$ cat src/common/simd_alu_macros.svh
`ifndef SIMD_ALU_MACROS_SVH
`define SIMD_ALU_MACROS_SVH

// Full operand width
`define SIMD_ALU_DATA_W 64

// Width of one lane ALU
`define SIMD_ALU_LANE_W 8

// Number of lane ALUs in the carry chain
`define SIMD_ALU_LANES 8

// Cycles from input strobe to output strobe
`define SIMD_ALU_LATENCY 3

`endif

$ cat src/common/simd_alu_pkg.sv
`include "simd_alu_macros.svh"

package simd_alu_pkg;

	typedef enum logic [3:0]
	{
		op_add,
		op_sub,
		op_slt,
		op_and,
		op_orr,
		op_xor,
		op_inv,
		op_not,
		op_asr
	} op_e;

	// Element size, also log2 of the lanes per element
	typedef enum logic [1:0]
	{
		sz_8,
		sz_16,
		sz_32,
		sz_64
	} size_e;

	// Lane logic function
	typedef enum logic [1:0]
	{
		lg_and,
		lg_orr,
		lg_xor,
		lg_inv
	} logic_e;

	typedef struct packed
	{
		logic [`SIMD_ALU_DATA_W-1:0] a;
		logic [`SIMD_ALU_DATA_W-1:0] b;
		op_e op;
		size_e size;
	} alu_req_t;

	typedef struct packed
	{
		logic [`SIMD_ALU_DATA_W-1:0] a;
		logic [`SIMD_ALU_DATA_W-1:0] b;
		size_e size;
		logic invert_b;
		logic carry_seed;
		logic arith;
		logic_e logic_sel;
		logic use_shift;
		logic is_slt;
		logic is_not;
	} exec_ctl_t;

	// For not, lane_slt holds the element zero test at each top lane
	typedef struct packed
	{
		logic [`SIMD_ALU_DATA_W-1:0] data;
		logic [`SIMD_ALU_LANES-1:0] lane_carry;
		logic [`SIMD_ALU_LANES-1:0] lane_slt;
		size_e size;
		logic is_slt;
		logic is_not;
	} exec_res_t;

	typedef struct packed
	{
		logic [`SIMD_ALU_DATA_W-1:0] data;
		logic [`SIMD_ALU_LANES-1:0] carry_mask;
	} alu_rsp_t;

endpackage

$ cat src/simd_lane_alu/simd_lane_alu.sv
`timescale 1ns/1ps
`include "simd_alu_macros.svh"

module simd_lane_alu #(
	parameter int unsigned LANE_INDEX = 0
) (
	input logic [`SIMD_ALU_LANE_W-1:0] a,
	input logic [`SIMD_ALU_LANE_W-1:0] b,
	input simd_alu_pkg::size_e size,
	input logic carry_seed,
	input logic carry_chain,
	input simd_alu_pkg::exec_ctl_t ctl,
	output logic [`SIMD_ALU_LANE_W-1:0] data,
	output logic carry,
	output logic slt
);

	localparam int MSB = `SIMD_ALU_LANE_W - 1;

	logic elem_start;
	logic carry_in;
	logic [`SIMD_ALU_LANE_W-1:0] b_eff;

	// Does this lane hold the lowest byte of its element
	always_comb
	begin
		case (size)
		simd_alu_pkg::sz_8:
		begin
			elem_start = 1'b1;
		end
		simd_alu_pkg::sz_16:
		begin
			elem_start = ((LANE_INDEX % 2) == 0);
		end
		simd_alu_pkg::sz_32:
		begin
			elem_start = ((LANE_INDEX % 4) == 0);
		end
		default:
		begin
			elem_start = (LANE_INDEX == 0);
		end
		endcase
	end

	assign carry_in = elem_start ? carry_seed : carry_chain;
	assign b_eff = ctl.invert_b ? ~b : b;

	always_comb
	begin
		if (ctl.arith)
		begin
			{carry, data} = {1'b0, a} + {1'b0, b_eff}
				+ {{`SIMD_ALU_LANE_W{1'b0}}, carry_in};
		end
		else
		begin
			carry = 1'b0;
			case (ctl.logic_sel)
			simd_alu_pkg::lg_and: data = a & b;
			simd_alu_pkg::lg_orr: data = a | b;
			simd_alu_pkg::lg_xor: data = a ^ b;
			default: data = ~a;
			endcase
		end
	end

	// With differing signs a is less exactly when negative
	// With equal signs the difference sign decides
	assign slt = (a[MSB] != b[MSB]) ? a[MSB] : data[MSB];

endmodule

$ cat src/source/simd_shift_unit.sv
`timescale 1ns/1ps
`include "simd_alu_macros.svh"

module simd_shift_unit (
	input logic [`SIMD_ALU_DATA_W-1:0] a,
	input logic [`SIMD_ALU_DATA_W-1:0] b,
	input simd_alu_pkg::size_e size,
	output logic [`SIMD_ALU_DATA_W-1:0] data
);

	// One result per element size, picked at the end
	logic [`SIMD_ALU_DATA_W-1:0] shifted [4];

	for (genvar s = 0; s < 4; s++)
	begin : g_size
		localparam int W = `SIMD_ALU_LANE_W << s;

		for (genvar e = 0; e < `SIMD_ALU_DATA_W / W; e++)
		begin : g_elem
			logic [W-1:0] elem;
			logic [W-1:0] amount;

			assign elem = a[e*W +: W];
			assign amount = b[e*W +: W];

			// Full width or more leaves only sign bits
			assign shifted[s][e*W +: W] = (amount >= W)
				? {W{elem[W-1]}}
				: W'($signed(elem) >>> amount);
		end
	end

	always_comb
	begin
		case (size)
		simd_alu_pkg::sz_8:
		begin
			data = shifted[0];
		end
		simd_alu_pkg::sz_16:
		begin
			data = shifted[1];
		end
		simd_alu_pkg::sz_32:
		begin
			data = shifted[2];
		end
		default:
		begin
			data = shifted[3];
		end
		endcase
	end

endmodule

$ cat src/source/simd_alu_execute.sv
`timescale 1ns/1ps
`include "simd_alu_macros.svh"

module simd_alu_execute (
	input simd_alu_pkg::exec_ctl_t ctl,
	output simd_alu_pkg::exec_res_t res
);

	localparam int LANES = `SIMD_ALU_LANES;
	localparam int LW = `SIMD_ALU_LANE_W;

	logic [`SIMD_ALU_DATA_W-1:0] lane_data;
	logic [`SIMD_ALU_DATA_W-1:0] shift_data;
	logic [LANES-1:0] lane_carry;
	logic [LANES-1:0] lane_slt;
	logic [LANES-1:0] chain_in;
	logic [LANES-1:0] lane_zero;
	logic [LANES-1:0] elem_zero;

	// Lane 0 always starts an element, so its chain input is never taken
	assign chain_in = {lane_carry[LANES-2:0], 1'b0};

	for (genvar i = 0; i < LANES; i++)
	begin : g_lane
		simd_lane_alu #(
			.LANE_INDEX(i)
		) u_lane (
			.a(ctl.a[i*LW +: LW]),
			.b(ctl.b[i*LW +: LW]),
			.size(ctl.size),
			.carry_seed(ctl.carry_seed),
			.carry_chain(chain_in[i]),
			.ctl(ctl),
			.data(lane_data[i*LW +: LW]),
			.carry(lane_carry[i]),
			.slt(lane_slt[i])
		);

		assign lane_zero[i] = ~|ctl.a[i*LW +: LW];
	end

	simd_shift_unit u_shift (
		.a(ctl.a),
		.b(ctl.b),
		.size(ctl.size),
		.data(shift_data)
	);

	// Zero test of the whole element, repeated on each of its lanes
	always_comb
	begin
		int mask;
		int base;
		logic z;

		mask = (1 << ctl.size) - 1;
		for (int i = 0; i < LANES; i++)
		begin
			base = i & ~mask;
			z = 1'b1;
			for (int j = 0; j < LANES; j++)
			begin
				if (j >= base && j <= base + mask)
				begin
					z &= lane_zero[j];
				end
			end
			elem_zero[i] = z;
		end
	end

	assign res.data = ctl.use_shift ? shift_data : lane_data;
	assign res.lane_carry = lane_carry;
	assign res.lane_slt = ctl.is_not ? elem_zero : lane_slt;
	assign res.size = ctl.size;
	assign res.is_slt = ctl.is_slt;
	assign res.is_not = ctl.is_not;

endmodule

$ cat config.mk
export PLATFORM = sky130hd
export DESIGN_NAME = simd_alu_execute
export DESIGN_NICKNAME = d
export VERILOG_FILES = /design/src/common/simd_alu_pkg.sv /design/src/simd_lane_alu/simd_lane_alu.sv /design/src/source/simd_shift_unit.sv /design/src/source/simd_alu_execute.sv
export VERILOG_INCLUDE_DIRS = /design/src /design/src/common
export SDC_FILE = /design/constraint.sdc
export NUM_CORES = 2
export LEC_CHECK = 0
export BUFFER_PORTS_ARGS = -buffer_cell sky130_fd_sc_hd__buf_2
export CORE_ASPECT_RATIO = 1.5
export CORE_MARGIN = 8
export CORE_UTILIZATION = 45
export DETAILED_ROUTE_END_ITERATION = 10
export PLACE_DENSITY = 0.66
export SKIP_LAST_GASP = 1
export SYNTH_ARGS = -nofsm -noshare
export SYNTH_HDL_FRONTEND = slang
export SYNTH_HIERARCHICAL = 1
export SYNTH_SLANG_ARGS = --single-unit
export TNS_END_PERCENT = 10
$ cat constraint.sdc
create_clock -name vclk -period 41.9
set_clock_uncertainty 0.15 [all_clocks]
set_input_delay 8.38 -clock vclk [all_inputs]
set_output_delay 8.38 -clock vclk [all_outputs]
set_load 0.1 [all_outputs]
Yosys cells after proc, flatten, opt, wreduce, memory -nomap -nowiden. Index checks and enable logic that the tools add are counted.

Register bits: 0. Bits of input ports: 138. Output and inout bits: 84.

$add $sub $neg: 24. Multiplexer cells: 132. Bitwise logic cells: 97. Shift operators: 16. Eq/ne operators: 12. Reductions and logical operators: 76. Magnitude comparators: 135.

Operators by type and width (number): 4-bit by 32-bit less-or-equal comparator with 1-bit output, first input constant (32); 3-bit by 32-bit less-or-equal comparator with 1-bit output, first input constant (16); 1-bit by 32-bit less-or-equal comparator with 1-bit output, first input constant (8); 2-bit by 32-bit less-or-equal comparator with 1-bit output, first input constant (8); 8-bit two-way mux (25); 64-bit case mux with 3 select lines (1); 8-bit case mux with 3 select lines (8); 4-bit by 32-bit adder with 32-bit output (4); 64-bit two-way mux (2); 8-bit inverter (16); 1-bit two-way mux (90); 8-bit by 8-bit adder with 9-bit output (8); 9-bit by 1-bit adder with 9-bit output (8); 3-bit by 32-bit adder with 32-bit output (2); 8-bit bitwise AND (8); 16-bit by 5-bit greater-or-equal comparator with 1-bit output, second input constant (4); 32-bit by 6-bit greater-or-equal comparator with 1-bit output, second input constant (2); 64-bit by 7-bit greater-or-equal comparator with 1-bit output, second input constant (1); 8-bit by 4-bit greater-or-equal comparator with 1-bit output, second input constant (8); 16-bit two-way mux (4); 32-bit two-way mux (2); 8-bit OR (8); 8-bit OR reduction (8); 16-bit by 16-bit >>> shifter with 16-bit output (4); 26 further kinds (215).

Longest topological paths before layout.
Word-level depth: 28. Mapped depth: 59. Gate-level depth less buffers: 58.

Hierarchy. Netlist, hierarchy kept.

Modules (own cells, without submodules): simd_shift_unit (area an instance 15262.1 µm², cells each 2293, times used 1); simd_lane_alu (g_lane[1].u_lane ...) (area an instance 1044.8 µm², cells each 136, times used 5); simd_lane_alu (g_lane[2].u_lane ...) (area an instance 1048.5 µm², cells each 130, times used 2); simd_alu_execute (area an instance 1347.5 µm², cells each 151, times used 1); simd_lane_alu (g_lane[0].u_lane) (area an instance 1016.0 µm², cells each 138, times used 1).

Least setup slack after synthesis. OpenSTA, ideal clock, no wires.

Path kind: input to output. From: in ctl[7] in the netlist's numbering. To: out res[82] in the netlist's numbering. Buffers on the path: 1. Stages: 59. Path slack: 4.664 ns. Arrival: 28.706 ns. Cells stage by stage: clkbuf_1 > xnor2_1 > fa_1 > inv_1 > fa_1 > a21o_1 > a31oi_1 > a221o_1 > a21oi_1 > mux2_2 > fa_1 > fa_1 > a21o_1 > a31o_2 > o31a_1 > o31a_1 > mux2_2 > fa_1 > (+23 left out) > a31o_2 > o31a_1 > o31a_1 > mux2_2 > fa_1 > fa_1 > a21oi_1 > o21ai_0 > o311ai_0 > a21oi_1 > mux2_2 > fa_1 > fa_1 > a21o_1 > a31o_2 > o31a_1 > o31ai_1 > mux2_1.

RTL lines: from (decl) (RTL line simd_alu_execute.sv:5) `input simd_alu_pkg::exec_ctl_t ctl,`; to (decl) (RTL line simd_alu_execute.sv:6) `output simd_alu_pkg::exec_res_t res`.

==> flow_summary.toml <==
[critical_path]
critPathSlowestCell = "o311ai_0"
cp-start-kind = "input port"
critical_path_depth = 60
endpoint_kind = "output port"
path_class = "in2out"
slowest_delay_ns = 0.48
required_ns = 33.37
path_max_fanout = 25
arrival_ns = 26.02
cpLargestDelayFamily = "compound AO/OA/AOI/OAI gates"
worst-path-buf-inv = 3
cpMostUsedCell = "fa_1"

[floorplan]
core.rowCount = 105
die_h_um = 304.3
core-area_um2 = 54780
start_util_pct = 45.53
die-area_um2 = 63370
io_pins = 222
fp.dieW_um = 208.2

[drt]
wl_met3_um = 11940
via_per_inst = 7.327
met2_length_um = 60530
drt_iter0_drc = 3804
ant_nets = 0
wirelength_um = 132500
drcViolationCount = 0
wl_met1_um = 46140
firstDrtPassIters = 6
top_layer_used = "met5"
vias = 30750
avgRoutedWirePerCell_um = 31.59

[cells_and_area]
num-fill-cells = 5746
fin_util_pct = 47.92
area_delta_synth_final_pct = 5.242
layout.area.seq_um2 = 0
drive_gt1_share_pct = 17.65
n_clock_buffer = 0
stdcell_count = 4196
multiInputGateArea_um2 = 22790
nFlopsAndLatches = 0
finalNetCount = 3846

[logic_synthesis]
avgSynthCellArea_um2 = 7.084
syn-cell-area_um2 = 24940
synthesis.nets = 3869
yosysWarnings = 6
syn_inst = 3521

[global_route]
grt_max_degree = 76
grt_pass1_wl_um = 193600
grt_antenna_before_repair = 11
grt_overflow_total = 0
track_usage_pct = 39.45
grt_pass1_vias = 28860

[placement]
place_hpwl_um = 96710
portBuffers = 220
place_congestion = 1.071
dp.cells = 4189

[clock_tree]
post-cts-setup-buffers = 0
hold_buffers = 0
cts_resized = 0

[timing]
max_slew_margin_pct = 2.064
setup_violations = 0
tightestPinTransition_ns = 1.469
max_clock_freq_mhz = 28.95
finalSetupTns_ns = 0
min_period_ns = 34.55
rsz0062_at_grt = "no"
finalHoldViolCount = 0
fin_crit_sh_pct = 82.45
drv_slew = 0

[min_path]
hold_depth = 0
hold_class = "in2out"

[status]
status = "complete, no violations"

[run]
drv_cap = 0
-- per-stage QoR --
stage	cell area, µm²	setup slack [ns]	hold WS, ns
after detailed placement	26220	7.656	16.61
after CTS	26220	7.621	16.61
after floorplan	24940	4.664	16.82
after global routing	26240	6.722	16.61
after global placement	26220	7.913	16.61
final	26250	7.354	16.61
-- worst paths after layout --
check	startpoint	endpoint	slack [ns]
worst min-delay path	ctl[1]	res[1]	16.61
worst max-delay path	ctl[7]	res[82]	7.35
-- placed cells by master (no fill, tap or decap), types with 119 or more instances in the layout --
| master | instances |
|---|---|
| a211oi_1 | 119 |
| nor2_1 | 288 |
| ha_1 | 194 |
| nand2_1 | 342 |
| buf_2 | 211 |
| inv_1 | 203 |
| mux4_2 | 124 |
| mux2i_1 | 204 |
| a21oi_1 | 277 |
| o21ai_0 | 219 |
-- per-layer routing --
layer	vias up	GRT usage, %
met5	-	0
met4	12	32.62
met3	689	7.852
met2	2012	64.42
met1	14740	43.98
li1	13290	-
-- cell type report --
class,instances,area share [%]
antenna,5,0.04766
inverter,218,3.117
multi-input combinational,2974,86.83
tap,695,3.313
timing repair buffer,304,6.697
