<file path="src/common/simd_alu_macros.svh">
`ifndef SIMD_ALU_MACROS_SVH
`define SIMD_ALU_MACROS_SVH

// Full operand width
`define SIMD_ALU_DATA_W 64

// Width of one lane ALU
`define SIMD_ALU_LANE_W 8

// Number of lane ALUs in the carry chain
`define SIMD_ALU_LANES 8

// Cycles from input strobe to output strobe
`define SIMD_ALU_LATENCY 3

`endif

</file>
<file path="src/common/simd_alu_pkg.sv">
`include "simd_alu_macros.svh"

package simd_alu_pkg;

	typedef enum logic [3:0]
	{
		op_add,
		op_sub,
		op_slt,
		op_and,
		op_orr,
		op_xor,
		op_inv,
		op_not,
		op_asr
	} op_e;

	// Element size, also log2 of the lanes per element
	typedef enum logic [1:0]
	{
		sz_8,
		sz_16,
		sz_32,
		sz_64
	} size_e;

	// Lane logic function
	typedef enum logic [1:0]
	{
		lg_and,
		lg_orr,
		lg_xor,
		lg_inv
	} logic_e;

	typedef struct packed
	{
		logic [`SIMD_ALU_DATA_W-1:0] a;
		logic [`SIMD_ALU_DATA_W-1:0] b;
		op_e op;
		size_e size;
	} alu_req_t;

	typedef struct packed
	{
		logic [`SIMD_ALU_DATA_W-1:0] a;
		logic [`SIMD_ALU_DATA_W-1:0] b;
		size_e size;
		logic invert_b;
		logic carry_seed;
		logic arith;
		logic_e logic_sel;
		logic use_shift;
		logic is_slt;
		logic is_not;
	} exec_ctl_t;

	// For not, lane_slt holds the element zero test at each top lane
	typedef struct packed
	{
		logic [`SIMD_ALU_DATA_W-1:0] data;
		logic [`SIMD_ALU_LANES-1:0] lane_carry;
		logic [`SIMD_ALU_LANES-1:0] lane_slt;
		size_e size;
		logic is_slt;
		logic is_not;
	} exec_res_t;

	typedef struct packed
	{
		logic [`SIMD_ALU_DATA_W-1:0] data;
		logic [`SIMD_ALU_LANES-1:0] carry_mask;
	} alu_rsp_t;

endpackage

</file>
<file path="src/source/simd_alu_decode.sv">
`timescale 1ns/1ps

module simd_alu_decode (
	input simd_alu_pkg::alu_req_t req,
	output simd_alu_pkg::exec_ctl_t ctl
);

	always_comb
	begin
		ctl.a = req.a;
		ctl.b = req.b;
		ctl.size = req.size;
		ctl.invert_b = 1'b0;
		ctl.carry_seed = 1'b0;
		ctl.arith = 1'b0;
		ctl.logic_sel = simd_alu_pkg::lg_and;
		ctl.use_shift = 1'b0;
		ctl.is_slt = 1'b0;
		ctl.is_not = 1'b0;

		case (req.op)
		simd_alu_pkg::op_add:
		begin
			ctl.arith = 1'b1;
		end

		// a + ~b + 1 at every element start
		simd_alu_pkg::op_sub,
		simd_alu_pkg::op_slt:
		begin
			ctl.arith = 1'b1;
			ctl.invert_b = 1'b1;
			ctl.carry_seed = 1'b1;
			ctl.is_slt = (req.op == simd_alu_pkg::op_slt);
		end

		simd_alu_pkg::op_orr: ctl.logic_sel = simd_alu_pkg::lg_orr;
		simd_alu_pkg::op_xor: ctl.logic_sel = simd_alu_pkg::lg_xor;
		simd_alu_pkg::op_inv: ctl.logic_sel = simd_alu_pkg::lg_inv;
		simd_alu_pkg::op_not: ctl.is_not = 1'b1;
		simd_alu_pkg::op_asr: ctl.use_shift = 1'b1;

		// And, plus unused codes
		default:
		begin
			ctl.logic_sel = simd_alu_pkg::lg_and;
		end
		endcase
	end

endmodule

</file>
<file path="config.mk">
export PLATFORM = sky130hd
export DESIGN_NAME = simd_alu_decode
export DESIGN_NICKNAME = d
export VERILOG_FILES = /design/src/common/simd_alu_pkg.sv /design/src/source/simd_alu_decode.sv
export VERILOG_INCLUDE_DIRS = /design/src /design/src/common
export SDC_FILE = /design/constraint.sdc
export NUM_CORES = 1
export LEC_CHECK = 0
export BUFFER_PORTS_ARGS = -buffer_cell sky130_fd_sc_hd__buf_2
export CORE_AREA = 4 4 103 105
export DETAILED_ROUTE_END_ITERATION = 12
export DIE_AREA = 0 0 107 109
export SYNTH_ARGS = -nofsm -noshare
export SYNTH_HDL_FRONTEND = slang
export SYNTH_SLANG_ARGS = --single-unit
</file>
<file path="constraint.sdc">
create_clock -name vclk -period 0.8
set_input_delay 0 -clock vclk [all_inputs]
set_output_delay 0 -clock vclk [all_outputs]
set_load 0.03 [all_outputs]
</file>
Word level (Yosys, flattened, before mapping)
Cells that the tools add are included.
- flip-flop bits (word level): 0
- output and inout bits: 138
- word-level logic and storage cells: 16
- bits of input ports: 134
- equal/unequal tests: 7
- reductions and logical operators: 3
- multiplexer cells: 6
- operator list (kind ; count):
    == test 4 x 3 -> 1 bit (second input constant) ; 4
    case mux 2 bit (3 select lines) ; 1
    == test 4 x 1 -> 1 bit (second input constant) ; 1
    == test 4 x 2 -> 1 bit (second input constant) ; 1
    == test 4 bit (second input constant) ; 1
    logical NOT 4 bit ; 1
    two-way mux 1 bit ; 4
    OR reduction 3 bit ; 1
    two-way mux 2 bit ; 1
    OR reduction 2 bit ; 1

Longest topological paths before layout
Gate-level depths: netlist of run 1.
- depth after elaboration: 3
- mapped depth: 3
- mapped depth without buffers: 2

Worst setup path after synthesis of run 1
Ideal clock, no wire load.
- path kind: input-to-output
- start point: input port req[4] (netlist name)
- end point: output port ctl[1] (netlist name)
- setup slack: -0.270 ns
- data arrival time: 1.070 ns
- required time: 0.800 ns
- stages: 1
- buffers on the path: 0
- path through: nor4b_1
- word-level cells in the longest chain between the ends: 3
- elaborated cells on any way between the ends: 4
- classes of those cells: eq/ne: 2; mux: 1; reduce/logical: 1
- ends and longest elaborated chain (item ; RTL line ; text):
    start: declaration ; simd_alu_decode.sv:4 ; input simd_alu_pkg::alu_req_t req,
    == test 4 x 2 -> 1 bit / == test 4 x 1 -> 1 bit (equally long branches) ; simd_alu_decode.sv:21, simd_alu_decode.sv:34 ;
    OR reduction 2 bit ; simd_alu_decode.sv:21 ; case (req.op)
    two-way mux 1 bit (*) ; simd_alu_decode.sv:21 ;
    end: declaration ; simd_alu_decode.sv:5 ; output simd_alu_pkg::exec_ctl_t ctl
Every way passes the cells marked *; elsewhere a longest branch is shown, timed or not.

==> results of run 1 <==
==> cell type report <==
cell class	instances	area (µm²)
fillers	1179	9330
multi-input cells	10	83.8
well taps	133	166
repair buffers	12	60.1
==> how the worst max path moves through the flow <==
stage,startpoint,endpoint,slack (ns),depth (start not counted)
after floorplan,req[3],ctl[5],0.02,1
after global placement,req[2],ctl[4],0.11,4
after detailed placement,req[2],ctl[4],0.1,4
after CTS,req[2],ctl[4],0.09,4
after global routing,req[2],ctl[4],0.05,4
final,req[2],ctl[4],0.10,4
==> power groups by stage <==
stage | Combinational [mW] | Clock [mW] | Sequential [mW]
floorplan | 1.28 | 0 | 0
global placement | 0.104 | 0 | 0
detailed placement | 0.106 | 0 | 0
CTS | 0.107 | 0 | 0
global route | 0.112 | 0 | 0
finish | 0.105 | 0 | 0
==> through the flow <==
stage	cell area (µm²)	hold WS, ns	setup slack [ns]	utilization (%)	total power, mW
after floorplan	1070	0.0468	0.0188	-	1.28
after global placement	310	0.000205	0.115	3.22	0.104
after detailed placement	310	0.000205	0.0969	3.22	0.106
after CTS	310	0.000205	0.0946	3.22	0.107
after global routing	310	0.0000434	0.0532	3.22	0.112
final	310	0.0000116	0.103	3.22	0.105
==> cells in the mapped netlist, drive strengths merged <==
library cell	instances	area [µm²]
nor3	1	10.0
nand2b	1	6.26
a211oi	1	7.51
nor4b	2	17.5
nand2	1	3.75
buf	131	983
nor2	3	11.3
xnor2	1	8.76
==> kinds of logic (layout without fill, tap and decap cells) <==
logic type                Yosys count  count (layout)
buffers and inverters             131              12
and+or+nand+nor                     8               8
AOI/OAI and AO/OA                   1               1
xor gates and xnor gates            1               1
==> layer usage <==
metal	GRT usage, %	up-vias	wire (µm)
li1	-	61	-
met1	0.569	91	177
met2	4.77	122	943
met3	6.22	88	1030
met4	8.77	0	652
met5	0	-	0
==> run_results.csv, run 1 <==
group,metric,value,unit
placement,dp.cells,155,
power,p_int,0.0322,mW
synthesis,synth_top_family_by_area,"buffers and inverters",
synthesis,syn_area,1050,µm²
min_path,worstHoldPathType,"input pin to primary output",
detailed_routing,wl,2810,µm
synthesis,yosys_warnings,0,
job,maxCapViolations,0,
finish,nets,158,
placement,gp_congestion,0.635,
floorplanning,rows,36,
power,sw_frac_of_total,69.3,%
global_routing,grtUsageTotal,4.01,%
power,p_leak,0.0793,nW
detailed_routing,drcViolationCount,0,
detailed_routing,wire_per_inst,18.1,µm
finish,area_delta_synth_final,-70.4,%
synthesis,syn_inst,141,
floorplanning,die_h,109,µm
synthesis,synth.area.mux_share,0,%
detailed_routing,dr.pass1.iters,2,
min_path,min_to,"ctl[28]",
outcome,status,"complete, no violations",
global_routing,grt_overflow,0,
setup_path,max_stage_delay,0.30,ns
setup_path,cp_common_cell,"buf_2",
floorplanning,start_util,10.9,%
global_routing,antenna_found_initial,0,
setup_path,crit_fanout,6,
clock_tree,cts_setup_buffers,0,
finish,final_common_cell,"buf_2",
power,p_comb_share,100.0,%
finish,antenna_cells,0,
power,p_clk_share,0,%
setup_path,worstPathArrival,0.70,ns
detailed_routing,via_count,362,
synthesis,yosys.cell_types.count,8,
timing,post-route-period-util,87.1,%
synthesis,syn-num-nets,275,
timing,min_period,0.697,ns
floorplanning,dieArea,11700,µm²
global_routing,grt_max_degree,7,
setup_path,cp_top_family,"buffers and inverters",
timing,timing.slew.headroom,79.6,%
min_path,holdPathStages,0,
global_routing,grt_pass1_vias,426,
detailed_routing,drtIter0Drc,4,
timing,setup_violations,0,
setup_path,path_cells,"buf_2 -> xnor2_1 -> nor2_1 -> buf_2",
finish,layout-drive-gt1-share,68.2,%
placement,dp_hpwl,2380,µm
detailed_routing,vias_per_cell,2.34,
floorplanning,die_w,107,µm
timing,rsz0062_at_grt,"false",
finish,layout_common_cells,"12 x buf_2, 3 x nor2_1, 2 x nor4b_2",
floorplanning,core_area,9640,µm²
timing,final-max-slew-violation-count,0,
power,ir_worst_vdd,0.000106,V
timing,worst_slew_pin_slew,0.304,ns
placement,port_buffers,12,
synthesis,synth-compound-area-share,0.716,%
synthesis,synthXorXnorAreaFrac,0.835,%
timing,setup_tns,0,ns
finish,clock_buffers,0,
power,power_density,338,nW/µm²
synthesis,synth_seq_area_share,0,%
timing,max_freq,1440,MHz
detailed_routing,antenna_left,0,
min_path,hold_start,"req[24]",
synthesis,synth-simple-area-share,4.65,%
global_routing,grt_pass1_wl,3280,µm
finish,seqCellArea,0,µm²
setup_path,required,0.80,ns
power,switching_power,0.0726,mW
power,seqPwrFrac,0,%
setup_path,end_kind,"primary output",
finish,final_cells,155,
synthesis,synth_area_per_cell,7.44,µm²
setup_path,critPathBufInv,2,
finish,seq_cells,0,
clock_tree,ctsHoldBuffers,0,
synthesis,synthAdderAreaFrac,0,%
setup_path,crit_slowest_cell,"xnor2_1",
setup_path,crit_path_start_kind,"input pin",
clock_tree,cts.repair.resized,0,
timing,hold_viol,0,
floorplanning,io_pins,272,
setup_path,crit_type,"input pin to primary output",
(Power assumes the default switching activity.)
==> run 2, diff against run 1 <==
--- a/config.mk
+++ b/config.mk
@@ -6,6 +6,7 @@
 export SDC_FILE = /design/constraint.sdc
 export NUM_CORES = 1
 export LEC_CHECK = 0
+export ABC_AREA = 1
 export BUFFER_PORTS_ARGS = -buffer_cell sky130_fd_sc_hd__buf_2
 export CORE_AREA = 4 4 103 105
 export DETAILED_ROUTE_END_ITERATION = 12
==> run 2 against run 1 <==
Against the previous run: area after synthesis grew 1.2%; die area stayed put; fmax increased by 6.9%; routed wire length is 2.2% lower; non-clock buffer count unchanged; first-iteration DRC count grew to 4.8 times the previous value; core utilization about the same; cell count is 5.8% higher; cell area is 1.2% lower.
==> run_results.csv, run 2 <==
group,metric,value,unit
finish,clock_buffers,0,
setup_path,cp_top_family,"buffers and inverters",
job,maxCapViolations,0,
global_routing,grt_max_degree,4,
timing,max_freq,1530,MHz
synthesis,synth_top_area_share,92.7,%
synthesis,syn_area,1060,µm²
synthesis,yosys_warnings,0,
floorplanning,io_pins,272,
detailed_routing,vias_per_cell,2.21,
outcome,status,"complete, no violations",
placement,gp_congestion,0.500,
timing,timing.slew.headroom,89.5,%
setup_path,crit_slowest_cell,"buf_2",
setup_path,required,0.80,ns
detailed_routing,antenna_left,0,
finish,final_cells,164,
finish,antenna_cells,0,
setup_path,path_cells,"buf_2 -> inv_1 -> nand2_1 -> nor2_1 -> buf_2",
detailed_routing,drcViolationCount,0,
finish,area_delta_synth_final,-71.1,%
timing,setup_tns,0,ns
setup_path,crit_fanout,3,
clock_tree,cts.repair.resized,0,
detailed_routing,wire_per_inst,16.7,µm
synthesis,syn-num-nets,284,
finish,layout_common_cells,"12 x buf_2, 5 x nand2_1, 5 x nor2_1",
finish,final_common_cell,"buf_2",
setup_path,end_kind,"primary output",
detailed_routing,via_count,363,
timing,post-route-period-util,81.5,%
setup_path,crit_path_start_kind,"input pin",
timing,hold_viol,0,
global_routing,grt_overflow,0,
synthesis,yosysMostFrequentCell,"buf_4",
finish,nets,167,
finish,fillCellCount,1175,
timing,worst_slew_pin_slew,0.157,ns
finish,seq_cells,0,
timing,whs,0.00000841,ns
floorplanning,start_util,11.0,%
setup_path,cp_common_cell,"buf_2",
setup_path,worstPathArrival,0.65,ns
clock_tree,ctsHoldBuffers,0,
synthesis,syn_inst,150,
synthesis,synth_area_per_cell,7.07,µm²
global_routing,grtUsageTotal,4.08,%
synthesis,synth_common_cells,"131 x buf_4, 6 x nor2_1, 5 x nand2_1, 4 x inv_1, 2 x nand2_2",
placement,dp_hpwl,2350,µm
clock_tree,cts_setup_buffers,0,
power,ir_worst_vdd,0.000101,V
detailed_routing,wl,2740,µm
finish,multi_input_area,61.3,µm²
floorplanning,core_area,9640,µm²
power,p_leak,0.115,nW
floorplanning,dieArea,11700,µm²
setup_path,critPathBufInv,3,
floorplanning,die_w,107,µm
floorplanning,rows,36,
global_routing,grt_pass1_wl,3350,µm
finish,seqCellArea,0,µm²
synthesis,yosys.cell_types.count,7,
synthesis,synth_top_area_cell,"buf_4",
synthesis,synth_seq_area_share,0,%
finish,layout-drive-gt1-share,51.6,%
floorplanning,die_h,109,µm
global_routing,antenna_found_initial,0,
synthesis,yosys-top-cells-area,"buf_4 93%, nor2_1 2.1%, nand2_1 1.8%",
timing,setup_violations,0,
timing,min_period,0.652,ns
detailed_routing,dr.pass1.iters,6,
setup_path,crit_type,"input pin to primary output",
setup_path,max_stage_delay,0.23,ns
timing,final-max-slew-violation-count,0,
placement,port_buffers,12,
power,power_density,319,nW/µm²
placement,dp.cells,164,
global_routing,grt_pass1_vias,430,
timing,rsz0062_at_grt,"false",
min_path,worstHoldPathType,"input pin to primary output",
detailed_routing,drtIter0Drc,19,
[run 2: cells by family (layout without fill, tap and decap cells)]
family                 Yosys count  count (layout)  share of synthesized area (%)
and+or+nand+nor                 14              14                           5.54
buffers and inverters          136              17                           94.5
[run 2: layer usage]
metal / part of all wire (%) / track usage, % / vias to the layer above
li1: - / - / 77
met1: 11 / 1.42 / 72
met2: 33 / 4.14 / 124
met3: 34 / 5.33 / 90
met4: 22 / 9.68 / 0
met5: 0 / 0 / -
[run 2: worst paths after layout]
| path | startpoint | end | cells after the start |
|---|---|---|---|
| worst max-delay path | req[5] | ctl[3] | 5 |
| worst min-delay path | req[67] | ctl[71] | 0 |
[run 2: where the power goes]
part,internal (mW),switching (mW),total (mW)
clock network,0,0,0
logic,0.0286,0.0692,0.0978
registers,0,0,0
total,0.0286,0.0692,0.0978
[run 2: area by class of cell]
class	instances	area share [%]
multi-input combinational	14	20.0
timing repair buffer	12	19.6
tap	133	54.3
inverter	5	6.12
[run 2: stage by stage]
stage	area [µm²]	setup slack, ns	power, mW	utilization (%)
global placement	307	0.0348	0.100	3.18
finish	307	0.148	0.0978	3.18
global route	307	0.0358	0.109	3.18
CTS	307	0.0794	0.0997	3.18
detailed placement	307	0.0847	0.0994	3.18
floorplan	1060	0.119	1.28	-
