File: src/common/simd_alu_macros.svh
`ifndef SIMD_ALU_MACROS_SVH
`define SIMD_ALU_MACROS_SVH

// Full operand width
`define SIMD_ALU_DATA_W 64

// Width of one lane ALU
`define SIMD_ALU_LANE_W 8

// Number of lane ALUs in the carry chain
`define SIMD_ALU_LANES 8

// Cycles from input strobe to output strobe
`define SIMD_ALU_LATENCY 3

`endif

File: src/common/simd_alu_pkg.sv
`include "simd_alu_macros.svh"

package simd_alu_pkg;

	typedef enum logic [3:0]
	{
		op_add,
		op_sub,
		op_slt,
		op_and,
		op_orr,
		op_xor,
		op_inv,
		op_not,
		op_asr
	} op_e;

	// Element size, also log2 of the lanes per element
	typedef enum logic [1:0]
	{
		sz_8,
		sz_16,
		sz_32,
		sz_64
	} size_e;

	// Lane logic function
	typedef enum logic [1:0]
	{
		lg_and,
		lg_orr,
		lg_xor,
		lg_inv
	} logic_e;

	typedef struct packed
	{
		logic [`SIMD_ALU_DATA_W-1:0] a;
		logic [`SIMD_ALU_DATA_W-1:0] b;
		op_e op;
		size_e size;
	} alu_req_t;

	typedef struct packed
	{
		logic [`SIMD_ALU_DATA_W-1:0] a;
		logic [`SIMD_ALU_DATA_W-1:0] b;
		size_e size;
		logic invert_b;
		logic carry_seed;
		logic arith;
		logic_e logic_sel;
		logic use_shift;
		logic is_slt;
		logic is_not;
	} exec_ctl_t;

	// For not, lane_slt holds the element zero test at each top lane
	typedef struct packed
	{
		logic [`SIMD_ALU_DATA_W-1:0] data;
		logic [`SIMD_ALU_LANES-1:0] lane_carry;
		logic [`SIMD_ALU_LANES-1:0] lane_slt;
		size_e size;
		logic is_slt;
		logic is_not;
	} exec_res_t;

	typedef struct packed
	{
		logic [`SIMD_ALU_DATA_W-1:0] data;
		logic [`SIMD_ALU_LANES-1:0] carry_mask;
	} alu_rsp_t;

endpackage

File: src/source/simd_alu_result.sv
`timescale 1ns/1ps
`include "simd_alu_macros.svh"

module simd_alu_result (
	input logic clk,
	input logic rst_n,
	input logic in_valid,
	input simd_alu_pkg::exec_res_t res,
	output logic out_valid,
	output simd_alu_pkg::alu_rsp_t rsp
);

	localparam int LANES = `SIMD_ALU_LANES;
	localparam int LW = `SIMD_ALU_LANE_W;

	simd_alu_pkg::alu_rsp_t rsp_d;

	always_comb
	begin
		int top;
		logic flag_op;

		flag_op = res.is_slt || res.is_not;
		rsp_d.data = flag_op ? '0 : res.data;
		rsp_d.carry_mask = '0;

		// Work on the lowest lane of each element, reading its top lane
		for (int i = 0; i < LANES; i++)
		begin
			top = i + (1 << res.size) - 1;
			if ((i & ((1 << res.size) - 1)) == 0)
			begin
				rsp_d.carry_mask[i] = res.lane_carry[top];
				if (flag_op)
				begin
					rsp_d.data[i*LW] = res.lane_slt[top];
				end
			end
		end
	end

	always_ff @(posedge clk or negedge rst_n)
	begin
		if (!rst_n)
		begin
			out_valid <= 1'b0;
		end
		else
		begin
			out_valid <= in_valid;
		end
	end

	always_ff @(posedge clk)
	begin
		if (in_valid)
		begin
			rsp <= rsp_d;
		end
	end

endmodule

File: config.mk
export PLATFORM = sky130hd
export DESIGN_NAME = simd_alu_result
export DESIGN_NICKNAME = d
export VERILOG_FILES = /design/src/common/simd_alu_pkg.sv /design/src/source/simd_alu_result.sv
export VERILOG_INCLUDE_DIRS = /design/src /design/src/common
export SDC_FILE = /design/constraint.sdc
export NUM_CORES = 1
export LEC_CHECK = 0
export CAP_MARGIN = 15
export CORE_UTILIZATION = 43
export DETAILED_ROUTE_END_ITERATION = 16
export DONT_BUFFER_PORTS = 1
export SLEW_MARGIN = 5
export SYNTH_ARGS = -nofsm -noshare
export SYNTH_HDL_FRONTEND = slang
export SYNTH_SLANG_ARGS = --single-unit
File: constraint.sdc
create_clock -name clk -period 0.8 [get_ports clk]
set_input_delay 0 -clock clk [delete_from_list [all_inputs] [get_ports clk]]
set_output_delay 0 -clock clk [all_outputs]
set_load 0.02 [all_outputs]
=== After elaboration in Yosys (flattened, before gate mapping) ===
Index checks and enable logic that the tools add are counted.

* Register bits after elaboration: 73
* Output and inout bits: 73
* Bits of input ports: 87

* Reductions and logical operators: 8
* Magnitude comparators: 8
* Multiplexer cells: 64
* Shift operators: 1
* Add/subtract/negate cells: 15

{| class="wikitable"
|+ Operators by type and width
! operator !! number
|-
| $lt 32x5->1 const B || 8
|-
| $sub 32x2->32 const B || 8
|-
| $logic_not 32->1 || 7
|-
| $add 4x32->32 const A || 4
|-
| $add 3x32->32 const A || 2
|-
| $mux 57 || 1
|-
| $bmux 1 s3 || 16
|-
| $mux 1 || 47
|-
| $add 2x32->32 const A || 1
|-
| $shl 1x2->32 const A || 1
|-
| $logic_or 1x1->1 || 1
|}

=== Depth between registers and ports, before layout ===
Gate-level depths: netlist of the first run.

* Depth in word-level cells: 8
* Gate-level depth with buffers: 7
* Mapped depth without buffers: 6

=== Worst setup path before layout of the first run ===
No wires, ideal clock.

* Path type: input to register
* Start: input res[3] in the netlist's numbering
* End: register rsp[56] in the netlist's numbering (data pin)
* Stages: 7
* Data required time: 0.535 ns
* Setup slack: -0.821 ns
* Arrival time: 1.356 ns
* Cell sequence: inv_1 > ha_1 > buf_6 > xnor2_2 > mux4_2 > mux2i_1 > o41ai_2

{| class="wikitable"
|+ RTL lines
! element !! line !! RTL
|-
| start, declared || simd_alu_result.sv:8 || <nowiki>input simd_alu_pkg::exec_res_t res,</nowiki>
|-
| end signal, assigned || simd_alu_result.sv:58 || <nowiki>rsp <= rsp_d;</nowiki>
|-
| end, declared || simd_alu_result.sv:10 || <nowiki>output simd_alu_pkg::alu_rsp_t rsp</nowiki>
|}

==> flow_summary.yaml, run 1 <==
sta:
  setup_violations: 88
  whs_ns: -0.3096
  setup_ws_ns: -0.3344
  finalCriticalPeriod_ns: 1.134
  tightest_slew_ns: 0.4265
  slew_headroom_pct: 71.27
  finalSetupTns_ns: -5.971
  fmax_mhz: 881.5
  finalHoldViolCount: 73
  rsz0062_at_grt: "true"
  period_share_pct: 141.8
  final_max_slew_viol_count: 0
yosys:
  synthSimpleGateAreaFrac_pct: 12.74
  synth_most_common_cell: "edfxtp_1"
  synthAdderAreaFrac_pct: 2.921
  synth-edff-count: 72
  ys_warn_count: 0
  synth-seq-area-share_pct: 63.82
  synth_flop_cell: "edfxtp_1"
  synth_mux_area_share_pct: 12.49
  netlist_area_sq_um: 3427
  synth_compound_area_share_pct: 3.541
  synth_top_family_by_area: "simple AND/OR/NAND/NOR gates"
  synth_cell_type_count: 29
  netlist.area_leader.share_pct: 63.09
  synth_xor_xnor_area_share_pct: 1.278
  avgSynthCellArea_sq_um: 15.16
  synth_top_area_cell: "edfxtp_1"
  synth_commonest_cells: "edfxtp_1 (72), and2_1 (58), mux2i_1 (27)"
  synth_fp_nets: 321
  ys_ff_latch: 73
  postSynthCellCount: 226
  async_flop_share_pct: 1.370
  synth.area.top_cells: "edfxtp_1 (63%), and2_1 (11%), mux2i_1 (7.9%)"
power:
  ir_worst_vdd_v: 0.0008170
  p_leak_uw: 0.001722
  powerDensity_nw_per_um2: 2056
die:
  fp-row-count: 32
  pin_count: 160
  start_util_pct: 44.35
  coreArea_sq_um: 7727
  die_w_microns: 91.28
  die_area_sq_um: 8331
  fp.dieH_microns: 91.28
critical_path:
  critical_path_class: "input pin to flop"
  cp-end-kind: "flop"
  slowest_delay_ns: 0.52
  cp.arrival_ns: 1.22
  critPathRequiredTime_ns: 0.89
  path_cells: "clkinvlp_4 -> ha_4 -> xnor2_4 -> mux4_2 -> mux2i_1 -> o41ai_2"
  slowest_stage: "mux4_2"
  start_kind: "input pin"
  critPathMaxFanout: 5
layout:
  fin_area_sq_um: 4677
  area_delta_synth_final_pct: 36.47
  diodes: 0
  final_layout_size_suffix_gt1_share_pct: 19.75
  nNetsFinal: 409
routing:
  routed_wl_mm: 7.680
  dr.first_iter.drc_count: 49
  first_pass_iters: 4
  wl_per_cell_microns: 18.24
  vias: 2155
  drcViolationCount: 0
  vias_per_cell: 5.119
  antenna_left: 0
grt:
  grt_pass1_wl_mm: 11.56
  first_global_vias: 2123
  grt_max_degree: 74
  antenna_found_initial: 0
  grt-ovfl-total: 0
  grt_usage_pct: 18.60
clock_network:
  clock_path_buffers: 2
  cts.clk_slew.worst_paths_ns: 0.08
  root_buffer: "clkbuf_8"
  cts_buffers: 9
  htree_levels: 3
  cts_tree: "done"
  postCtsHoldBufs: 66
  clkSinkCount: 73
worst_hold_path:
  hp-class: "input pin to flop"
  hp-start: "in_valid"
  hold_path_end: "out_valid$_DFF_PN0_"
  min_path_cells: 0
place:
  port_buffers: 0
  place_worst_setup_slack_ns: -0.6950
  placed_cell_area_sq_um: 3679
  hpwl_mm: 4.947
  gp_congestion: 0.7871
run:
  drv_cap: 0
run_status:
  failed_checks: "negative hold slack, negative setup slack"
  status: "finished, violations left"
## critical path: cells and delay by family
kind	cells	cell delay [ns]
buf+inv	1	0.09
fa+ha+maj	1	0.20
xor+xnor	1	0.14
compound gates	1	0.09
mux	2	0.70
## cell usage in the layout, fill, tap and decap left out, types with 4 or more instances in the layout
| cell | netlist | layout |
|---|---|---|
| and2_1 | 58 | 58 |
| buf_4 | 0 | 19 |
| clkbuf_8 | 3 | 10 |
| dlygate4sd3_1 | 0 | 66 |
| edfxtp_1 | 72 | 72 |
| ha_1 | 8 | 5 |
| mux2i_1 | 27 | 21 |
| mux4_2 | 6 | 6 |
| nand2_1 | 11 | 11 |
| nor2_1 | 5 | 4 |
| o21ai_1 | 7 | 7 |
## cell families after synthesis
logic type               count (synthesis)
multiplexers                            35
AO/OA/AOI/OAI                           17
flip-flops                              73
AND/OR/NAND/NOR                         76
XOR/XNOR                                 2
adder cells (fa/ha/maj)                  8
buffers and inverters                   15
## power by group
part / switching (uW) / internal, uW
registers: 500 / 4560
logic: 399 / 647
clock network: 1350 / 2160
## repair_timing
action,in CTS,in global routing
setup buffers,2,1
gates resized for setup,8,8
pin swaps,3,1
endpoints found under the setup margin,89,89
endpoints found under the hold margin,138,73
## how the worst max path moves through the flow
stage / start / end / slack (ns) / depth (start not counted)
detailed placement: res[2] / rsp[32]$_DFFE_PP_ / -0.69 / 6
global placement: res[2] / rsp[56]$_DFFE_PP_ / -0.68 / 6
global route: res[2] / rsp[32]$_DFFE_PP_ / -0.36 / 6
finish: res[2] / rsp[56]$_DFFE_PP_ / -0.33 / 6
floorplan: res[3] / rsp[56]$_DFFE_PP_ / -0.73 / 7
CTS: res[2] / rsp[56]$_DFFE_PP_ / -0.32 / 6
## area by class of cell
type	instances	area (sq um)
Tap cell	102	127.6
Inverter	3	27.53
Fill cell	591	3050
Clock inverter	5	103.9
Clock buffer	11	141.4
Multi-Input combinational cell	138	1232
Sequential cell	73	2187
Timing Repair Buffer	89	857.1
## routing by layer
layer	vias to the layer above	GRT usage (%)	wire length, microns
met1	1033	20.94	2957
met3	13	7.286	673
met4	0	7.937	129
met5	-	0	0
li1	1001	-	-
met2	108	31.38	3919
## sequential cells by signal, summed over array words and instances (netlist names)
name       count
rsp           72
out_valid      1
## metrics by stage
stage / std cells / power (uW) / utilization, %
3_5_place_dp: 336 / 5879 / 47.60
5_1_grt: 421 / 9921 / 60.52
4_1_cts: 420 / 9662 / 59.93
6_report: 421 / 9615 / 60.52
3_3_place_gp: 336 / 5864 / 47.60
2_1_floorplan: 226 / 5659 / -
No activity file was read; power rests on OpenSTA's default activity.
==> run 2: changes to the inputs <==
--- a/config.mk
+++ b/config.mk
@@ -8,6 +8,7 @@
 export LEC_CHECK = 0
 export CAP_MARGIN = 15
 export CORE_UTILIZATION = 43
+export CTS_BUF_LIST = sky130_fd_sc_hd__clkbuf_8
 export DETAILED_ROUTE_END_ITERATION = 16
 export DONT_BUFFER_PORTS = 1
 export SLEW_MARGIN = 5
==> flow_summary.yaml, run 2 (synthesized netlist as in run 1, its figures left out) <==
sta:
  setup_violations: 88
  setup_ws_ns: -0.3345
  finalSetupTns_ns: -5.971
  final_max_slew_viol_count: 0
  finalHoldViolCount: 73
  whs_ns: -0.3096
  tightest_slew_ns: 0.4265
  slew_headroom_pct: 71.27
  period_share_pct: 141.8
  rsz0062_at_grt: "true"
  finalCriticalPeriod_ns: 1.134
  fmax_mhz: 881.5
run_status:
  failed_checks: "negative hold slack, negative setup slack"
  status: "finished, violations left"
place:
  hpwl_mm: 4.947
  port_buffers: 0
  placed_cell_area_sq_um: 3679
  gp_congestion: 0.7871
  dp_cells: 336
clock_network:
  cts_tree: "done"
  cts.clk_slew.worst_paths_ns: 0.08
  postCtsHoldBufs: 66
  htree_levels: 3
  clkSinkCount: 73
  cts_buffers: 9
  root_buffer: "clkbuf_8"
  clock_path_buffers: 2
layout:
  largest_reg_flops: 72
  nNetsFinal: 409
  multi_input_area_sq_um: 1232
  largest-register: "rsp"
  fin_cells: 421
  fillCellCount: 591
  area_delta_synth_final_pct: 36.47
  final_cell_mix: "edfxtp_1 (72), dlygate4sd3_1 (66), and2_1 (58), mux2i_1 (21), buf_4 (19)"
  top_regs: "rsp: 72 flops, out_valid: 1 flops"
  fin_area_sq_um: 4677
  final_layout_size_suffix_gt1_share_pct: 19.75
  regArea_sq_um: 2187
  final_common_cell: "edfxtp_1"
  diodes: 0
die:
  coreArea_sq_um: 7727
  die_w_microns: 91.28
  pin_count: 160
  fp-row-count: 32
  die_area_sq_um: 8331
  start_util_pct: 44.35
  fp.dieH_microns: 91.28
routing:
  dr.first_iter.drc_count: 53
  drcViolationCount: 0
  vias_per_cell: 5.119
  vias: 2155
  first_pass_iters: 4
  routed_wl_mm: 7.678
  wl_per_cell_microns: 18.24
  antenna_left: 0
critical_path:
  critPathRequiredTime_ns: 0.89
  start_kind: "input pin"
  cp.arrival_ns: 1.22
  cp-end-kind: "flop"
  critPathMaxFanout: 5
  critical_path_class: "input pin to flop"
grt:
  grt_usage_pct: 18.60
  first_global_vias: 2123
  grt-ovfl-total: 0
  grt_max_degree: 74
  grt_pass1_wl_mm: 11.56
  antenna_found_initial: 0
run:
  drv_cap: 0
power:
  ir_worst_vdd_v: 0.0008127
  powerDensity_nw_per_um2: 2053
  p_leak_uw: 0.001726
worst_hold_path:
  hp-class: "input pin to flop"
## run 2: cell type report
type | count | share of cell area (%)
inverter | 3 | 0.5885
multi-input combinational | 138 | 26.35
tap | 102 | 2.729
sequential | 73 | 46.76
clock buffer | 10 | 2.943
clock inverter | 6 | 2.301
timing repair buffer | 89 | 18.33
## run 2: what timing repair did
item,CTS,global route
cloned,0,0
pin swaps,3,1
buffers inserted,2,1
endpoints found under the setup margin,89,89
resized for setup,8,8
hold endpoints to repair,138,73
## run 2: path summary, 6_finish.rpt
check                          from             endpoint  slack (ns)  cells after the start
min                        in_valid  out_valid$_DFF_PN0_       -0.31                      0
max                          res[2]    rsp[56]$_DFFE_PP_       -0.33                      6
min in group asynchronous     rst_n  out_valid$_DFF_PN0_        0.40                      2
max in group asynchronous     rst_n  out_valid$_DFF_PN0_        0.30                      2
## run 2: worst max-delay path: stages
cell and delay [ns]:
clkinvlp_4 0.09, ha_4 0.20, xnor2_4 0.14, mux4_2 0.52
mux2i_1 0.18, o41ai_2 0.09
## run 2: per-stage QoR
step | power (uW) | util, % | setup WS (ns)
floorplan | 5659 | - | -0.7260
finish | 9603 | 60.52 | -0.3345
global route | 9910 | 60.52 | -0.3610
detailed placement | 5879 | 47.60 | -0.6950
global placement | 5864 | 47.60 | -0.6819
CTS | 9650 | 59.93 | -0.3177
## run 2: metal layers
metal / share of wire [%] / track usage (%) / vias up
li1: - / - / 1001
met1: 38 / 20.94 / 1033
met2: 51 / 31.38 / 108
met3: 8.8 / 7.286 / 13
met4: 1.7 / 7.937 / 0
met5: 0 / 0 / -
## run 2: power by group
group / switching (uW) / leakage, uW / total, uW / internal (uW)
combinational: 399 / 0.000897 / 1050 / 647
clock: 1350 / 0.000128 / 3500 / 2150
sequential: 500 / 0.000701 / 5060 / 4560
==> run 3: changes to the inputs <==
--- a/config.mk
+++ b/config.mk
@@ -7,6 +7,7 @@
 export NUM_CORES = 1
 export LEC_CHECK = 0
 export CAP_MARGIN = 15
+export CORE_ASPECT_RATIO = 1.75
 export CORE_UTILIZATION = 43
 export CTS_BUF_LIST = sky130_fd_sc_hd__clkbuf_8
 export DETAILED_ROUTE_END_ITERATION = 16
==> flow_summary.yaml, run 3 (synthesized netlist as in run 1, its figures left out) <==
die:
  start_util_pct: 44.98
  die_area_sq_um: 8345
  die_w_microns: 69.49
  coreArea_sq_um: 7620
  fp.dieH_microns: 120.1
  pin_count: 160
  fp-row-count: 42
sta:
  rsz0062_at_grt: "true"
  whs_ns: -0.2600
  slew_headroom_pct: 68.54
  finalHoldViolCount: 73
  final_max_slew_viol_count: 0
  fmax_mhz: 829.3
  tightest_slew_ns: 0.4669
  setup_ws_ns: -0.4058
  period_share_pct: 150.7
  finalCriticalPeriod_ns: 1.206
  setup_violations: 88
clock_network:
  postCtsHoldBufs: 66
  htree_levels: 3
  clkSinkCount: 73
  cts_tree: "done"
  cts.clk_slew.worst_paths_ns: 0.07
  root_buffer: "clkbuf_8"
  clock_path_buffers: 2
  cts_buffers: 9
place:
  gp_congestion: 0.8422
  dp_cells: 320
  hpwl_mm: 5.576
  placed_cell_area_sq_um: 3646
  port_buffers: 0
layout:
  nNetsFinal: 405
  final_cell_mix: "edfxtp_1 (72), dlygate4sd3_1 (66), and2_1 (58), mux2i_1 (20), buf_4 (16)"
  final_common_cell: "edfxtp_1"
  fillCellCount: 575
  fin_util_pct: 60.89
  regArea_sq_um: 2188
  final_layout_size_suffix_gt1_share_pct: 20.00
  top_regs: "rsp: 72 flops, out_valid: 1 flops"
  largest_reg_flops: 72
  multi_input_area_sq_um: 1245
  fin_area_sq_um: 4639
  largest-register: "rsp"
  fin_cells: 403
  area_delta_synth_final_pct: 35.38
  diodes: 0
routing:
  antenna_left: 0
  first_pass_iters: 4
  wl_per_cell_microns: 19.72
  vias_per_cell: 5.342
  dr.first_iter.drc_count: 101
  vias: 2153
  routed_wl_mm: 7.949
  drcViolationCount: 0
grt:
  antenna_found_initial: 0
  first_global_vias: 2310
  grt_max_degree: 74
  grt-ovfl-total: 0
  grt_usage_pct: 19.57
  grt_pass1_wl_mm: 11.96
power:
  comb_power_share_pct: 11.1
  p_sw_uw: 2283
  p_leak_uw: 0.001708
  power.share.sequential_pct: 53.0
  switching_share_pct: 23.89
  powerDensity_nw_per_um2: 2060
  ir_worst_vdd_v: 0.0008401
  p_int_uw: 7274
  pwr-share-clk_pct: 36.0
critical_path:
  cp-end-kind: "flop"
  path_cells: "clkinvlp_4 -> ha_4 -> xnor2_4 -> mux4_2 -> mux2i_2 -> o41ai_2"
  start_kind: "input pin"
  slowest_delay_ns: 0.56
  cp.arrival_ns: 1.30
  critPathMaxFanout: 5
  critical_path_class: "input pin to flop"
  slowest_stage: "mux4_2"
  critPathRequiredTime_ns: 0.90
run_status:
  status: "finished, violations left"
  failed_checks: "negative hold slack, negative setup slack"
run:
  drv_cap: 0
worst_hold_path:
  hp-class: "input pin to flop"
[run 3: through the flow]
stage / setup TNS (ns) / power, uW / setup WS [ns]
2_1_floorplan: -8.955 / 5659 / -0.7260
3_3_place_gp: -10.31 / 5864 / -0.7355
3_5_place_dp: -10.59 / 5884 / -0.7879
4_1_cts: -8.468 / 9614 / -0.4069
5_1_grt: -9.713 / 9912 / -0.4427
6_report: -6.795 / 9557 / -0.4058
[run 3: worst max-delay path: cells and delay by family]
family                   cells  cell delay (ns)
multiplexers                 2             0.75
XOR/XNOR                     1             0.15
AO/OA/AOI/OAI                1             0.09
adder cells (fa/ha/maj)      1             0.21
buffers and inverters        1             0.10
[run 3: timing repair]
item / CTS / global route
resized for setup: 9 / 11
setup buffers: 0 / 1
pin swaps: 0 / 4
endpoints found under the hold margin: 138 / 73
setup endpoints to repair: 89 / 89
[run 3: per-layer routing]
metal | wire [microns] | up-vias | GRT usage (%)
met5 | 0 | - | 0
met4 | 537 | 0 | 17.09
met3 | 469 | 30 | 4.366
met2 | 4462 | 112 | 35.62
met1 | 2479 | 1025 | 17.64
li1 | - | 986 | -
[run 3: final timing paths]
path / slack [ns] / startpoint / end / depth (start not counted)
worst max-delay path: -0.41 / res[2] / rsp[56]$_DFFE_PP_ / 6
worst min-delay path: -0.26 / in_valid / out_valid$_DFF_PN0_ / 0
max in group asynchronous: 0.30 / rst_n / out_valid$_DFF_PN0_ / 2
min in group asynchronous: 0.39 / rst_n / out_valid$_DFF_PN0_ / 2
[run 3: final cells by class]
cell class / count / share of cell area (%)
clock buffers: 9 / 2.670
clock inverters: 7 / 2.535
inverters: 3 / 0.5933
multi-input cells: 138 / 26.83
flip-flops and latches: 73 / 47.17
well taps: 88 / 2.373
repair buffers: 85 / 17.83
[run 3: power by group through the flow]
stage	combinational, uW	sequential, uW	clock (uW)
global placement	714	5150	0
detailed placement	730	5150	0
finish	1060	5060	3440
CTS	1020	5070	3530
global route	1140	5080	3690
floorplan	570	5090	0
